File: src/hdl/dct_pkg.sv
package dct_pkg;

  // ~~~~~~~~~~~~~~~~~~~~~~~~~~~~~~~~~~~~~~~~~~~~~~~~~~~~~~~~~~~~~~~~~~~~~~~~~~~~
  // Block geometry.
  // ~~~~~~~~~~~~~~~~~~~~~~~~~~~~~~~~~~~~~~~~~~~~~~~~~~~~~~~~~~~~~~~~~~~~~~~~~~~~
  localparam int BLK_DIM  = 8;
  localparam int NUM_COEF = BLK_DIM * BLK_DIM;
  localparam int POS_W    = 3;

  // ~~~~~~~~~~~~~~~~~~~~~~~~~~~~~~~~~~~~~~~~~~~~~~~~~~~~~~~~~~~~~~~~~~~~~~~~~~~~
  // Datapath widths.
  // ~~~~~~~~~~~~~~~~~~~~~~~~~~~~~~~~~~~~~~~~~~~~~~~~~~~~~~~~~~~~~~~~~~~~~~~~~~~~
  localparam int PIX_W   = 8;
  localparam int COS_W   = 12;   // Holds +/-1024.
  localparam int PHASE_W = 5;    // 32 steps of pi/16.
  localparam int ACC_W   = 36;
  localparam int COEF_W  = 16;

  localparam int SCALE_SHIFT = 30;  // Two 2^10 cosines plus alpha scale.

  // Normalisation, 1/sqrt(2) terms scaled by 256.
  localparam logic [10:0] ALPHA_DC   = 11'd128;
  localparam logic [10:0] ALPHA_EDGE = 11'd181;
  localparam logic [10:0] ALPHA_AC   = 11'd256;

  // ~~~~~~~~~~~~~~~~~~~~~~~~~~~~~~~~~~~~~~~~~~~~~~~~~~~~~~~~~~~~~~~~~~~~~~~~~~~~
  // Types.
  // ~~~~~~~~~~~~~~~~~~~~~~~~~~~~~~~~~~~~~~~~~~~~~~~~~~~~~~~~~~~~~~~~~~~~~~~~~~~~
  typedef logic        [POS_W-1:0]   pos_t;
  typedef logic signed [PIX_W-1:0]   pixel_t;
  typedef logic signed [COS_W-1:0]   cos_t;
  typedef logic        [PHASE_W-1:0] phase_t;
  typedef logic signed [COEF_W-1:0]  coef_t;

  // One input sample tagged with its raster position.
  typedef struct packed {
    pos_t   x;
    pos_t   y;
    pixel_t pixel;
  } sample_t;

  // All coefficients of a block, index v*8+u.
  typedef coef_t [NUM_COEF-1:0] coef_vec_t;

endpackage

File: src/hdl/cosine_rom.sv
`timescale 1ns/100ps

module cosine_rom (
  input  dct_pkg::phase_t phase,
  output dct_pkg::cos_t   amp
);

  import dct_pkg::*;

  // 1024*cos(k*pi/16), truncated toward zero.
  always_comb begin
    case (phase)
      5'd0:    amp = 12'sd1024;
      5'd1:    amp = 12'sd1004;
      5'd2:    amp = 12'sd946;
      5'd3:    amp = 12'sd851;
      5'd4:    amp = 12'sd724;
      5'd5:    amp = 12'sd568;
      5'd6:    amp = 12'sd391;
      5'd7:    amp = 12'sd199;
      5'd8:    amp = 12'sd0;
      5'd9:    amp = -12'sd199;
      5'd10:   amp = -12'sd391;
      5'd11:   amp = -12'sd568;
      5'd12:   amp = -12'sd724;
      5'd13:   amp = -12'sd851;
      5'd14:   amp = -12'sd946;
      5'd15:   amp = -12'sd1004;
      // Second half of the period.
      5'd16:   amp = -12'sd1024;
      5'd17:   amp = -12'sd1004;
      5'd18:   amp = -12'sd946;
      5'd19:   amp = -12'sd851;
      5'd20:   amp = -12'sd724;
      5'd21:   amp = -12'sd568;
      5'd22:   amp = -12'sd391;
      5'd23:   amp = -12'sd199;
      5'd24:   amp = 12'sd0;
      5'd25:   amp = 12'sd199;
      5'd26:   amp = 12'sd391;
      5'd27:   amp = 12'sd568;
      5'd28:   amp = 12'sd724;
      5'd29:   amp = 12'sd851;
      5'd30:   amp = 12'sd946;
      5'd31:   amp = 12'sd1004;
      default: amp = '0;
    endcase
  end

endmodule

File: src/hdl/coef_accumulator.sv
`timescale 1ns/100ps

module coef_accumulator #(
  parameter int U_IDX = 0,
  parameter int V_IDX = 0
) (
  input  logic              s00_axis_aclk,
  input  logic              rst_in,
  input  dct_pkg::sample_t  sample,
  input  logic              sample_en,
  input  logic              capture,
  output dct_pkg::coef_t    coef
);

  import dct_pkg::*;

  localparam logic [10:0] ALPHA = (U_IDX == 0 && V_IDX == 0) ? ALPHA_DC :
                                  (U_IDX != 0 && V_IDX != 0) ? ALPHA_AC : ALPHA_EDGE;
  localparam int PROD_W = ACC_W + $bits(ALPHA) + 1;

  phase_t x_phase;
  phase_t y_phase;
  cos_t   x_amp;
  cos_t   y_amp;

  logic signed [ACC_W-1:0]  term;
  logic signed [ACC_W-1:0]  sum;
  logic signed [PROD_W-1:0] scaled_prod;
  logic signed [PROD_W-1:0] shifted;

  // ((2n+1)*k) mod 32, low bits only.
  assign x_phase = phase_t'({sample.x, 1'b1} * U_IDX);
  assign y_phase = phase_t'({sample.y, 1'b1} * V_IDX);

  cosine_rom i_cos_x (
    .phase (x_phase),
    .amp   (x_amp)
  );

  cosine_rom i_cos_y (
    .phase (y_phase),
    .amp   (y_amp)
  );

  assign term = x_amp * y_amp * sample.pixel;

  assign scaled_prod = sum * $signed({1'b0, ALPHA});
  assign shifted     = scaled_prod >>> SCALE_SHIFT;

  always_ff @(posedge s00_axis_aclk) begin
    if (rst_in) begin
      sum <= '0;
    end else if (capture) begin
      sum <= '0;                // Ready for the next block.
    end else if (sample_en) begin
      sum <= sum + term;
    end
  end

  always_ff @(posedge s00_axis_aclk) begin
    if (capture) begin
      coef <= shifted[COEF_W-1:0];
    end
  end

  // Upper bits must be pure sign extension.
  a_coef_fits: assert property (@(posedge s00_axis_aclk) disable iff (rst_in)
    capture |-> ((&shifted[PROD_W-1:COEF_W-1]) || !(|shifted[PROD_W-1:COEF_W-1])));

endmodule

File: config.mk
export PLATFORM = sky130hd
export DESIGN_NAME = coef_accumulator
export DESIGN_NICKNAME = d
export VERILOG_FILES = /design/src/hdl/dct_pkg.sv /design/src/hdl/cosine_rom.sv /design/src/hdl/coef_accumulator.sv
export SDC_FILE = /design/constraint.sdc
export NUM_CORES = 1
export LEC_CHECK = 0
export BUFFER_PORTS_ARGS = -buffer_cell sky130_fd_sc_hd__buf_2
export CAP_MARGIN = 5
export CORE_MARGIN = 3
export CORE_UTILIZATION = 34
export CTS_CLUSTER_DIAMETER = 100
export DETAILED_ROUTE_END_ITERATION = 8
export PLACE_DENSITY_LB_ADDON = 0.12
export SYNTH_ARGS = -nofsm -noshare
export SYNTH_HDL_FRONTEND = slang
export SYNTH_SLANG_ARGS = --single-unit
File: constraint.sdc
create_clock -name s00_axis_aclk -period 5.65 [get_ports s00_axis_aclk]
set_input_delay 1.13 -clock s00_axis_aclk [delete_from_list [all_inputs] [get_ports s00_axis_aclk]]
set_output_delay 1.13 -clock s00_axis_aclk [all_outputs]
set_load 0.02 [all_outputs]
Yosys cells after proc, flatten, opt, wreduce, memory -nomap -nowiden
Memory sizes are Yosys's and may differ from the RTL's.
Cells that the tools add are included.
{"block": "op_classes", "add_sub_neg": 1, "n_mul": 2, "reduce_logical": 1}
{"op": "36-bit by 32-bit adder with 36-bit output", "count": 1}
{"op": "24-bit by 8-bit multiplier with 32-bit output", "count": 1}
{"op": "12-bit by 12-bit multiplier with 24-bit output", "count": 1}
{"op": "2-bit OR reduction", "count": 1}
{"block": "word_totals", "reg_bits": 49, "rom_bits": 768, "input_bits": 18, "out_inout_bits": 16, "word_cells": 8, "memories": 2}
{"memory": "(name not given)", "depth": 32, "width": 12, "read_ports": 1, "rd_clocked_by_memory_dff": 0, "wr": 0, "line_no": "cosine_rom.sv:12", "rtl": "case (phase)"}
{"memory": "(name not given)", "depth": 32, "width": 12, "read_ports": 1, "rd_clocked_by_memory_dff": 0, "wr": 0, "line_no": "cosine_rom.sv:12"}

Depth between registers and ports, before layout
Gate-level depths: netlist of run 1.
An unclocked memory read counts as a cell.
{"block": "depth", "depth_word": 4, "ltp_mapped": 15, "ltp_nobuf": 14}

Cells and area by module
From an unflattened synthesis of run 1, not the netlist that was laid out.
{"block": "unflattened", "hier_cells": 1820, "area_unflattened_um2": 16424.5}
{"module": "coef_accumulator", "instances": 1, "cells_per_inst": 1654, "area_per_inst_um2": 15140.8, "seq_area_each_um2": 1111.1}
{"module": "cosine_rom at i_cos_x", "instances": 1, "cells_per_inst": 85, "area_per_inst_um2": 661.9, "seq_area_each_um2": 0.0}
{"module": "cosine_rom at i_cos_y", "instances": 1, "cells_per_inst": 81, "area_per_inst_um2": 621.8, "seq_area_each_um2": 0.0}

Least setup slack after synthesis of run 1
Ideal clock, no wire load.
{"block": "synth_timing", "path_type": "input port to flip-flop", "start": "input port sample[6] (netlist bit)", "end": "register sum[32]", "setup_time_ns": 0.117, "arrival_ns": 4.306, "required_ns": 5.533, "slack_ns": 1.226, "cell_stages": 14, "n_path_buf": 1, "path_cell_list": "ha_1 > ha_1 > inv_1 > fa_1 > inv_1 > ha_1 > ha_1 > ha_1 > buf_6 > a21o_1 > o21bai_4 > a311o_1 > or3_1 > a32o_1"}
{"block": "synth_between", "elab_chain_len": 2}
{"item": "start, declared", "line_no": "coef_accumulator.sv:9", "rtl": "input dct_pkg::sample_t sample,"}
{"item": "24-bit by 8-bit multiplier with 32-bit output", "line_no": "coef_accumulator.sv:45", "rtl": "assign term = x_amp * y_amp * sample.pixel;"}
{"item": "36-bit by 32-bit adder with 36-bit output", "line_no": "coef_accumulator.sv:56", "rtl": "sum <= sum + term;"}
{"item": "end signal, assigned", "line_no": "coef_accumulator.sv:56"}
{"item": "end, declared", "line_no": "coef_accumulator.sv:27", "rtl": "logic signed [ACC_W-1:0] sum;"}
No other way between the ends.
A chain may end at the register's enable or synchronous reset.

Worst setup path after layout of run 1
{"block": "layout_timing", "start": "input port sample[7] (netlist bit)", "end": "register sum[32]"}
Same word-level chain as after synthesis.

==> results.tsv, run 1 <==
stage	metric	value	unit
routing	ANT nets after route	0	
pwr	Int Power	0.0006479	W
routing	WL per Instance	15.27	µm
timing	setup tns final	0	ps
cells_and_area	Reg area	950.9	µm²
cells_and_area	Layout area overhead	9.720	%
place	Inst Count DP	586	
timing	Final period util	0.8308	
pwr	Power Density	231.9	nW/µm²
synth	Cell variety after synth	51	
global_routing	Total Routing Usage GR	0.1422	
timing	Worst Clk Skew	7.149	ps
place	Post-Place Setup Slack	663.1	ps
synth	mapped cell area	4068	µm²
pwr	register share of total power	0.325	
routing	Pre-antenna DRT Iters	4	
timing	Final Hold Fails	0	
routing	total routed wirelength	9068	µm
setup_path	CP Data Arrival Time	4880	ps
clock_network	postcts setup bufs	0	
clock_network	CTS Root Buffer Type	clkbuf_16	
routing	vias per cell	5.325	
hold_path	Hold Path Class	reg2reg	
cells_and_area	post-route cell area	4463	µm²
setup_path	CP Capture Type	flop	
clock_network	CTS tree	built	
timing	Peak Freq	213.1	MHz
clock_network	post-cts repair resize count	0	
timing	Slew Limit Fails	0	
clock_network	post-cts hold buffer count	0	
synth	Post-Syn Area per Cell	9.460	µm²
pwr	IR drop worst, VDD	0.09574	mV
cells_and_area	FILL cells	1195	
run	maxcap violations	0	
synth	Synth warnings	0	
floorplan	core region area	11560	µm²
global_routing	total grt overflow	0	
setup_path	cells on worst reg2reg path	12	
routing	drt drc	0	
hold_path	hold path depth	2	
setup_path	CP Launch Type	input pin	
synth	main flop type after synthesis	dfxtp_1	
synth	Mapped Nets	565	
setup_path	Req. time, crit path	5840	ps
timing	Final WS setup	956.3	ps
timing	RSZ-0062 raised after global routing	false	
floorplan	starting density of the core	0.3517	
pwr	Net Sw Power	0.0003873	W
place	placed cell area	4320	µm²
place	Detail Placement HPWL	7200	µm
setup_path	worst path cell trace	buf_2 -> ha_1 -> inv_1 -> fa_1 -> inv_1 -> fa_1 -> ha_1 -> ha_1 -> a21oi_1 -> nand2b_1 -> o21ai_1 -> a211oi_1 -> or3_1 -> a32o_1	
setup_path	Setup CP Type	in2reg	
floorplan	io pins	34	
clock_network	H-Tree Depth	2	
global_routing	number of global-route vias before repair	3084	
synth	Yosys reg bits	41	
floorplan	Die Y	115.4	µm
cells_and_area	footprint of the multi-input gates	2943	µm²
floorplan	Cell Rows	39	
timing	# setup viols final	0	
run_status	status	complete, no violations	
cells_and_area	share of post-route cells with drive strength above 1	0.09756	
cells_and_area	fin nets	585	
global_routing	wire length of the first global-routing pass	14880	µm
pwr	Leak	2.165	nW
synth	register area share after synthesis	0.2338	
place	Final Wtd Congestion	0.8825	
clock_network	clk slew on worst S/H paths	60	ps
timing	Max-slew headroom	0.5830	
pwr	Clk pwr share	0.278	
setup_path	crit-path max FO	9	
floorplan	chip width	115.4	µm
synth	async set-or-reset flop fraction in the synthesized netlist	0	
floorplan	Die Area	13310	µm²
synth	EDFF count, synth	13	
place	input/output buffers	27	
routing	via count	3163	
setup_path	CP most frequent cell	ha_1	
clock_network	clock buffer depth	2	
cells_and_area	ANT cells	0	
setup_path	Crit-path slowest cell	fa_1	
pwr	combinational power share	0.396	
timing	Least-Margin Pin Slew	625.5	ps
routing	drt initial violations	174	
clock_network	clock latency on the worst-skew pair	290	ps
synth	Post-Synthesis Cells	430	
clock_network	CTS Sinks	41	
clock_network	Inserted Clock Buffers	5	
pwr	sw frac	0.3741	
global_routing	initial antenna violation count	0	
global_routing	largest net degree at the start of global routing	27	
timing	min Tclk post-route	4694	ps
cells_and_area	non-filler cells, final	594	
setup_path	CP max stage delay	490	ps
-- Yosys cell counts (2+ instances only) --
cell type	count	area, µm²
ha_1	109	1364
a21oi_1	33	165.2
nor2_1	31	116.4
nand2_1	30	112.6
dfxtp_1	28	560.5
inv_1	22	82.58
mux2i_1	14	140.1
o21ai_0	14	70.07
xnor2_1	14	122.6
edfxtp_1	13	390.4
nand3_1	10	50.05
clkbuf_1	9	33.78
a211oi_1	8	60.06
fa_1	8	160.2
nand4_1	7	43.79
a21o_1	6	45.04
o211ai_1	6	45.04
o21ai_1	6	30.03
xor2_1	5	43.79
and3_1	4	25.02
buf_2	4	20.02
nand2b_1	4	25.02
a21boi_0	3	22.52
a311o_1	3	30.03
a31oi_1	3	18.77
buf_4	3	22.52
o21bai_1	3	22.52
or3_1	3	18.77
a21oi_2	2	17.52
a22oi_1	2	15.01
a41oi_1	2	17.52
nor3_1	2	10.01
-- cell usage in the layout (no fill, tap or decap), drive strengths merged, types with 4 or more instances in the layout --
cell	instances
clkbuf	5
nand3	10
buf	31
a21o	6
a211oi	8
fa	8
o21ai	21
nor2	31
nand2	30
inv	22
nand4	7
xnor2	14
ha	109
xor2	5
edfxtp	13
o211ai	6
a21oi	35
and3	4
mux2i	14
dfxtp	28
nand2b	4
o21bai	4
-- registers in the layout (all words and copies together), names as in the netlist --
| name | count |
|---|---|
| sum | 28 |
| coef | 13 |
-- area by class of cell --
class / count / area share
Multi-Input combinational cell: 349 / 0.6594
Sequential cell: 41 / 0.2131
Tap cell: 143 / 0.04009
Timing Repair Buffer: 31 / 0.03701
Clock buffer: 5 / 0.02803
Inverter: 22 / 0.01850
Clock inverter: 3 / 0.003925
-- routing by layer --
metal / part of all wire / wire [µm] / GRT usage / vias to the layer above
li1: - / - / - / 1622
met1: 0.47 / 4229 / 0.1756 / 1476
met5: 0 / 0 / 0 / -
met4: 0.015 / 134 / 0.04382 / 0
met2: 0.49 / 4469 / 0.2519 / 52
met3: 0.026 / 235 / 0.02421 / 13
-- metrics by stage --
step	util	total power (W)	hold WS [ps]
6_report	0.3859	0.001035	468.6
3_5_place_dp	0.3736	0.0007570	463.4
2_1_floorplan	-	0.0006628	429.5
3_3_place_gp	0.3736	0.0007533	453.4
5_1_grt	0.3859	0.001122	496.8
4_1_cts	0.3859	0.001057	474.8
-- final timing paths --
path | start | end | slack [ps]
worst max register to register | sum[21]$_SDFFE_PP0P_ | sum[32]$_SDFFE_PP0P_ | 1760
worst max-delay path | sample[7] | sum[32]$_SDFFE_PP0P_ | 960
worst min-delay path | sum[31]$_SDFFE_PP0P_ | sum[31]$_SDFFE_PP0P_ | 470
worst min register to register | sum[31]$_SDFFE_PP0P_ | sum[31]$_SDFFE_PP0P_ | 470
-- logic make-up (layout without fill, tap and decap cells) --
logic type	Yosys count	after routing	share of synthesized area
muxes	14	14	0.03445
xor gates and xnor gates	19	19	0.04091
AOI/OAI and AO/OA	101	101	0.1612
DFF	41	41	0.2338
adders and majority gates	117	117	0.3747
buffers and inverters	40	61	0.04275
and+or+nand+nor	98	98	0.1123
-- power by group through the flow --
stage | clock network, W | logic (W) | registers, W
after floorplan | 0 | 0.000313 | 0.000350
after global placement | 0 | 0.000410 | 0.000343
after detailed placement | 0 | 0.000413 | 0.000344
after CTS | 0.000304 | 0.000416 | 0.000337
after global routing | 0.000313 | 0.000470 | 0.000339
final | 0.000288 | 0.000410 | 0.000337
-- worst max-delay path: cells and delay by family --
kind	cells	cell delay, ps
fa+ha+maj	5	2010
buf+inv	3	280
simple gates	2	420
compound gates	4	1040
Note: power is estimated with default switching activity, not from simulation.
==> run 2, diff against run 1 <==
==> constraint.sdc (replaced) <==
create_clock -name s00_axis_aclk -period 4.2 [get_ports s00_axis_aclk]
set_input_delay 0.84 -clock s00_axis_aclk [delete_from_list [all_inputs] [get_ports s00_axis_aclk]]
set_output_delay 0.84 -clock s00_axis_aclk [all_outputs]
set_load 0.02 [all_outputs]
==> run 2 against run 1 <==
Against the previous run: register-to-register slack worse by 1300 ps; sequential cell count did not move; final area is 8.7% higher; hold slack worse by 4.4 ps; sequential share of layout area fell by 1.7 points; worst setup slack got worse by 820 ps.
==> results.tsv, run 2 (synthesis gave the netlist of run 1 again) <==
stage	metric	value	unit	change
run_status	status	complete, no violations		
setup_path	crit-path max FO	6		-3
setup_path	Crit-path slowest cell	fa_1		
routing	WL per Instance	14.96	µm	-2.0%
floorplan	Die Y	115.4	µm	unchanged
global_routing	number of global-route vias before repair	3321		+7.7%
routing	total routed wirelength	9500	µm	+4.8%
cells_and_area	most frequent cells in the layout	107 x ha_1, 45 x buf_4, 32 x a21oi_1		
setup_path	cells on worst reg2reg path	12		unchanged
place	placed cell area	4628	µm²	+7.1%
setup_path	Crit Reg-Reg Endpoint	sum[27]$_SDFFE_PP0P_		
cells_and_area	fin nets	626		+7.0%
setup_path	R2R Path Start	sum[21]$_SDFFE_PP0P_		
place	input/output buffers	27		unchanged
clock_network	post-cts repair resize count	0		unchanged
clock_network	Inserted Clock Buffers	5		unchanged
pwr	sw frac	0.3504		-0.02376
timing	min Tclk post-route	4063	ps	
pwr	Clk pwr share	0.285		+0.007
run	maxcap violations	0		unchanged
cells_and_area	Largest regs	sum x28, coef x13		
clock_network	clock buffer depth	2		unchanged
timing	Slew Limit Fails	0		unchanged
floorplan	Cell Rows	39		unchanged
pwr	Design Power	0.001558	W	+50%
timing	RSZ-0062 raised after global routing	false		
routing	drt initial violations	60		-66%
timing	Least-Margin Pin Slew	623.9	ps	-1.543 ps
setup_path	CP most frequent cell	ha_1		
clock_network	CTS Sinks	41		unchanged
pwr	Power Density	321.0	nW/µm²	+38%
hold_path	hold path depth	0		-2
global_routing	wire length of the first global-routing pass	15770	µm	+5.9%
floorplan	starting density of the core	0.3517		unchanged
pwr	combinational power share	0.424		+0.028
setup_path	family with the most delay on the worst path	adder cells		
cells_and_area	post-route cell area	4853	µm²	+8.7%
pwr	Int Power	0.001012	W	+56%
routing	Pre-antenna DRT Iters	4		unchanged
floorplan	io pins	34		unchanged
setup_path	Req. time, crit path	4390	ps	-1450 ps
timing	# setup viols final	0		unchanged
setup_path	Setup CP Type	in2reg		
place	Final Wtd Congestion	0.8322		-5.7%
clock_network	CTS Root Buffer Type	clkbuf_16		
floorplan	Die Area	13310	µm²	unchanged
cells_and_area	share of post-route cells with drive strength above 1	0.1829		+0.08537
routing	vias per cell	5.202		-2.3%
clock_network	postcts setup bufs	0		unchanged
global_routing	largest net degree at the start of global routing	27		unchanged
timing	Final period util	0.9674		
cells_and_area	ANT cells	0		unchanged
clock_network	clk slew on worst S/H paths	60	ps	about the same
global_routing	initial antenna violation count	0		unchanged
clock_network	H-Tree Depth	2		unchanged
routing	ANT nets after route	0		unchanged
setup_path	CP Launch Point	sample[7]		
routing	via count	3303		+4.4%
clock_network	post-cts hold buffer count	0		unchanged
place	Post-Place Setup Slack	-277.7	ps	-940.7 ps
cells_and_area	Layout area overhead	19.32	%	
setup_path	worst path cell trace	clkbuf_4 -> buf_4 -> ha_2 -> ha_1 -> inv_1 -> fa_1 -> inv_1 -> ha_1 -> ha_1 -> ha_1 -> a21o_1 -> o21bai_4 -> a311o_1 -> or3_1 -> a32o_1		
routing	drt drc	0		unchanged
floorplan	core region area	11560	µm²	unchanged
timing	Final Hold Fails	0		unchanged
cells_and_area	Largest register FFs	28		unchanged
global_routing	total grt overflow	0		unchanged
setup_path	reg2reg setup slack	500	ps	-1260 ps
timing	Worst Clk Skew	5.906	ps	-1.243 ps
setup_path	CP Capture Type	flop		
setup_path	CP Data Arrival Time	4250	ps	-630 ps
pwr	IR drop worst, VDD	0.1385	mV	+45%
timing	Final WS setup	137.0	ps	-819.3 ps
hold_path	min-delay src	sum[31]$_SDFFE_PP0P_		
hold_path	Hold Path Class	reg2reg		
timing	Peak Freq	246.1	MHz	
clock_network	clock latency on the worst-skew pair	300	ps	about the same
setup_path	CP Buf/Inv Count	4		+1
hold_path	Hold EP	coef[8]$_DFFE_PP_		
timing	setup tns final	0	ps	unchanged
setup_path	CP Launch Type	input pin		
cells_and_area	most common cell after layout, fill and taps aside	ha_1		
timing	Max-slew headroom	0.5840		+0.001029
clock_network	CTS tree	built		
cells_and_area	Top reg by flops	sum		
pwr	Leak	2.369	nW	+9.4%
global_routing	Total Routing Usage GR	0.1506		+0.008389
pwr	Net Sw Power	0.0005458	W	+41%
setup_path	CP max stage delay	470	ps	-20 ps
pwr	register share of total power	0.291		-0.034
place	Detail Placement HPWL	7577	µm	+5.2%
floorplan	chip width	115.4	µm	unchanged
cells_and_area	FILL cells	1188		-0.59%
==> run 2: layout make-up <==
cell class / count / area (µm²) / share of cell area
Multi-Input combinational cell: 349 / 3003 / 0.6187
Sequential cell: 41 / 950.9 / 0.1959
Timing Repair Buffer: 72 / 475.5 / 0.09796
Tap cell: 143 / 178.9 / 0.03687
Clock buffer: 6 / 128.9 / 0.02655
Inverter: 22 / 82.58 / 0.01701
Clock inverter: 2 / 33.78 / 0.006961
==> run 2: worst register-to-register path, delay by kind of cell (launching register included) <==
family	cells	cell delay, ps
fa+ha+maj	6	1930
compound gates	5	1190
flops	1	310
simple gates	1	160
==> run 2: power by group through the flow <==
| stage | combinational (W) | sequential [W] | clock (W) |
|---|---|---|---|
| after floorplan | 0.000421 | 0.000471 | 0 |
| after global placement | 0.000639 | 0.000462 | 0 |
| after detailed placement | 0.000645 | 0.000463 | 0 |
| after CTS | 0.000649 | 0.000454 | 0.000464 |
| after global routing | 0.000757 | 0.000457 | 0.000472 |
| final | 0.000660 | 0.000454 | 0.000444 |
==> run 2: stage by stage <==
step                hold slack (ps)  instances  utilization
floorplan                     429.5        430            -
global placement              453.0        627       0.4002
detailed placement            453.9        627       0.4002
CTS                           468.5        635       0.4143
global route                  489.3        635       0.4197
finish                        464.2        635       0.4197
==> run 2: per-layer routing <==
layer,GRT usage,vias up,routed length (µm)
li1,-,1698,-
met1,0.1781,1556,4289
met2,0.2758,38,4860
met3,0.02579,11,199
met4,0.04695,0,151
met5,0,-,0
==> run 2: worst max-delay path by stage <==
stage                                end  cells after the start
floorplan           sum[32]$_SDFFE_PP0P_                     14
global placement    sum[32]$_SDFFE_PP0P_                     15
detailed placement  sum[32]$_SDFFE_PP0P_                     15
CTS                 sum[32]$_SDFFE_PP0P_                     15
global route        sum[32]$_SDFFE_PP0P_                     15
finish              sum[32]$_SDFFE_PP0P_                     15
==> run 3, diff against run 2 <==
--- a/config.mk
+++ b/config.mk
@@ -12,6 +12,9 @@
 export CTS_CLUSTER_DIAMETER = 100
 export DETAILED_ROUTE_END_ITERATION = 8
 export PLACE_DENSITY_LB_ADDON = 0.12
+export SETUP_SLACK_MARGIN = 0.5
+export SLEW_MARGIN = 20
 export SYNTH_ARGS = -nofsm -noshare
 export SYNTH_HDL_FRONTEND = slang
 export SYNTH_SLANG_ARGS = --single-unit
+export TNS_END_PERCENT = 30
==> run 3 against run 2 <==
Against the previous run: clock skew decreased by 2.4 ps; sequential share of layout area fell by 1.2 points; hold slack better by 1.8 ps; critical path depth down 1; final area increased by 6.8%; wire length is 1.0% higher; critical path type unchanged.
==> results.tsv, run 3 (synthesis gave the netlist of run 1 again) <==
stage	metric	value	unit	change
run_status	status	complete, no violations		
pwr	combinational power share	0.468		+0.044
cells_and_area	fin nets	630		+0.64%
clock_network	clock buffer depth	2		unchanged
cells_and_area	ANT cells	0		unchanged
routing	via count	3258		-1.4%
timing	# setup viols final	0		unchanged
setup_path	CP Capture Type	flop		
floorplan	io pins	34		unchanged
timing	Final period util	0.8996		-0.06783
cells_and_area	Largest register FFs	28		unchanged
clock_network	CTS tree	built		
floorplan	chip width	115.4	µm	unchanged
routing	vias per cell	5.099		-2.0%
floorplan	core region area	11560	µm²	unchanged
timing	Peak Freq	264.7	MHz	+7.5%
cells_and_area	Top reg by flops	sum		
routing	total routed wirelength	9599	µm	+1.0%
global_routing	total grt overflow	0		unchanged
cells_and_area	FILL cells	1125		-5.3%
timing	RSZ-0062 raised after global routing	true		
place	input/output buffers	27		unchanged
cells_and_area	Largest regs	sum x28, coef x13		
cells_and_area	post-route cell area	5182	µm²	+6.8%
timing	min Tclk post-route	3778	ps	-284.9 ps
pwr	IR drop worst, VDD	0.1684	mV	+22%
global_routing	grt met1 use	0.1840		+0.005883
floorplan	Die Area	13310	µm²	unchanged
pwr	Net Sw Power	0.0005920	W	+8.5%
floorplan	starting density of the core	0.3517		unchanged
timing	Least-Margin Pin Slew	577.4	ps	-46.57 ps
global_routing	wire length of the first global-routing pass	15950	µm	+1.1%
routing	drt drc	0		unchanged
place	Detail Placement HPWL	7556	µm	-0.27%
timing	Slew Limit Fails	0		unchanged
global_routing	number of global-route vias before repair	3344		+0.69%
cells_and_area	most common cell after layout, fill and taps aside	ha_1		
timing	Max-slew headroom	0.6151		+0.03105
routing	Pre-antenna DRT Iters	4		unchanged
setup_path	Setup CP Type	in2reg		
global_routing	met3 usage	0.02421		-0.001579
pwr	Leak	2.391	nW	+0.95%
hold_path	Hold Path Class	reg2reg		
routing	drt initial violations	75		+25%
pwr	Clk pwr share	0.264		-0.021
run	maxcap violations	0		unchanged
place	Final Wtd Congestion	0.8360		+0.46%
cells_and_area	most frequent cells in the layout	88 x ha_1, 47 x buf_4, 31 x nor2_1		
setup_path	Req. time, crit path	4390	ps	about the same
clock_network	CTS Sinks	41		unchanged
pwr	register share of total power	0.268		-0.023
setup_path	CP Launch Type	input pin		
routing	WL per Instance	15.02	µm	+0.41%
floorplan	Die Y	115.4	µm	unchanged
timing	setup tns final	0	ps	unchanged
routing	ANT nets after route	0		unchanged
clock_network	post-cts hold buffer count	0		unchanged
cells_and_area	share of post-route cells with drive strength above 1	0.2560		+0.07312
place	placed cell area	4684	µm²	+1.2%
pwr	Power Density	327.0	nW/µm²	+1.9%
pwr	sw frac	0.3494		-0.001002
clock_network	H-Tree Depth	2		unchanged
clock_network	clk slew on worst S/H paths	60	ps	about the same
pwr	Int Power	0.001103	W	+8.9%
global_routing	Total Routing Usage GR	0.1521		+0.001452
timing	Final Hold Fails	0		unchanged
clock_network	clock latency on the worst-skew pair	290	ps	about the same
clock_network	CTS Root Buffer Type	clkbuf_16		
setup_path	crit-path max FO	7		+1
clock_network	Inserted Clock Buffers	5		unchanged
global_routing	largest net degree at the start of global routing	27		unchanged
global_routing	met2 usage	0.2797		+0.003858
floorplan	Cell Rows	39		unchanged
global_routing	initial antenna violation count	0		unchanged
setup_path	CP Data Arrival Time	3960	ps	-290 ps
cells_and_area	Layout area overhead	27.41	%	
global_routing	gr busiest metal	met2		
timing	Worst Clk Skew	3.484	ps	-2.422 ps
==> run 3: power groups by stage <==
stage / Combinational (W) / Clock [W] / Sequential (W)
final: 0.000793 / 0.000448 / 0.000454
after detailed placement: 0.000663 / 0 / 0.000463
after global placement: 0.000655 / 0 / 0.000462
after CTS: 0.000772 / 0.000467 / 0.000455
after global routing: 0.000896 / 0.000481 / 0.000458
after floorplan: 0.000437 / 0 / 0.000471
==> run 3: layout make-up <==
type / count / area, µm² / share of cell area
clock inverter: 3 / 41.29 / 0.007967
timing repair buffer: 76 / 534.3 / 0.1031
inverter: 22 / 82.58 / 0.01593
tap: 143 / 178.9 / 0.03452
sequential: 41 / 950.9 / 0.1835
multi-input combinational: 349 / 3269 / 0.6309
clock buffer: 5 / 125.1 / 0.02414
==> run 3: through the flow <==
stage | setup slack [ps] | utilization | hold slack [ps] | power, W | std cells
floorplan | 166.9 | - | 429.5 | 0.0009078 | 430
global placement | -201.6 | 0.4051 | 449.5 | 0.001118 | 626
detailed placement | -241.1 | 0.4051 | 452.9 | 0.001126 | 626
CTS | 423.6 | 0.4414 | 469.2 | 0.001694 | 637
global route | 298.9 | 0.4481 | 482.7 | 0.001835 | 639
finish | 421.9 | 0.4481 | 466.0 | 0.001695 | 639
==> run 3: repair_timing <==
| action | CTS | global route |
|---|---|---|
| gates resized for setup | 36 | 11 |
| endpoints found under the setup margin | 15 | 14 |
| pin swaps | 28 | 9 |
| endpoints found under the hold margin | 0 | 0 |
| setup buffers | 3 | 2 |
==> run 3: layer usage <==
| metal | part of all wire | wire length [µm] |
|---|---|---|
| met5 | 0 | 0 |
| met4 | 0.010 | 100 |
| met3 | 0.019 | 178 |
| met2 | 0.52 | 4945 |
| met1 | 0.46 | 4374 |
==> run 3: path summary, 6_finish.rpt <==
kind,slack (ps),from,endpoint,cells after the start
max,420,sample[7],sum[32]$_SDFFE_PP0P_,14
min reg2reg,470,sum[29]$_SDFFE_PP0P_,coef[6]$_DFFE_PP_,0
max reg2reg,760,sum[21]$_SDFFE_PP0P_,sum[35]$_SDFFE_PP0P_,13
min,470,sum[29]$_SDFFE_PP0P_,coef[6]$_DFFE_PP_,0
==> run 3: critical path, stage by stage <==
cell and delay [ps]:
buf_12 120, ha_4 260, inv_2 30, fa_1 480
inv_2 50, fa_1 520, ha_4 220, ha_4 270
a21oi_4 150, nand2b_1 110, o21ai_4 230, a211oi_2 110
or3_1 310, a32o_1 250
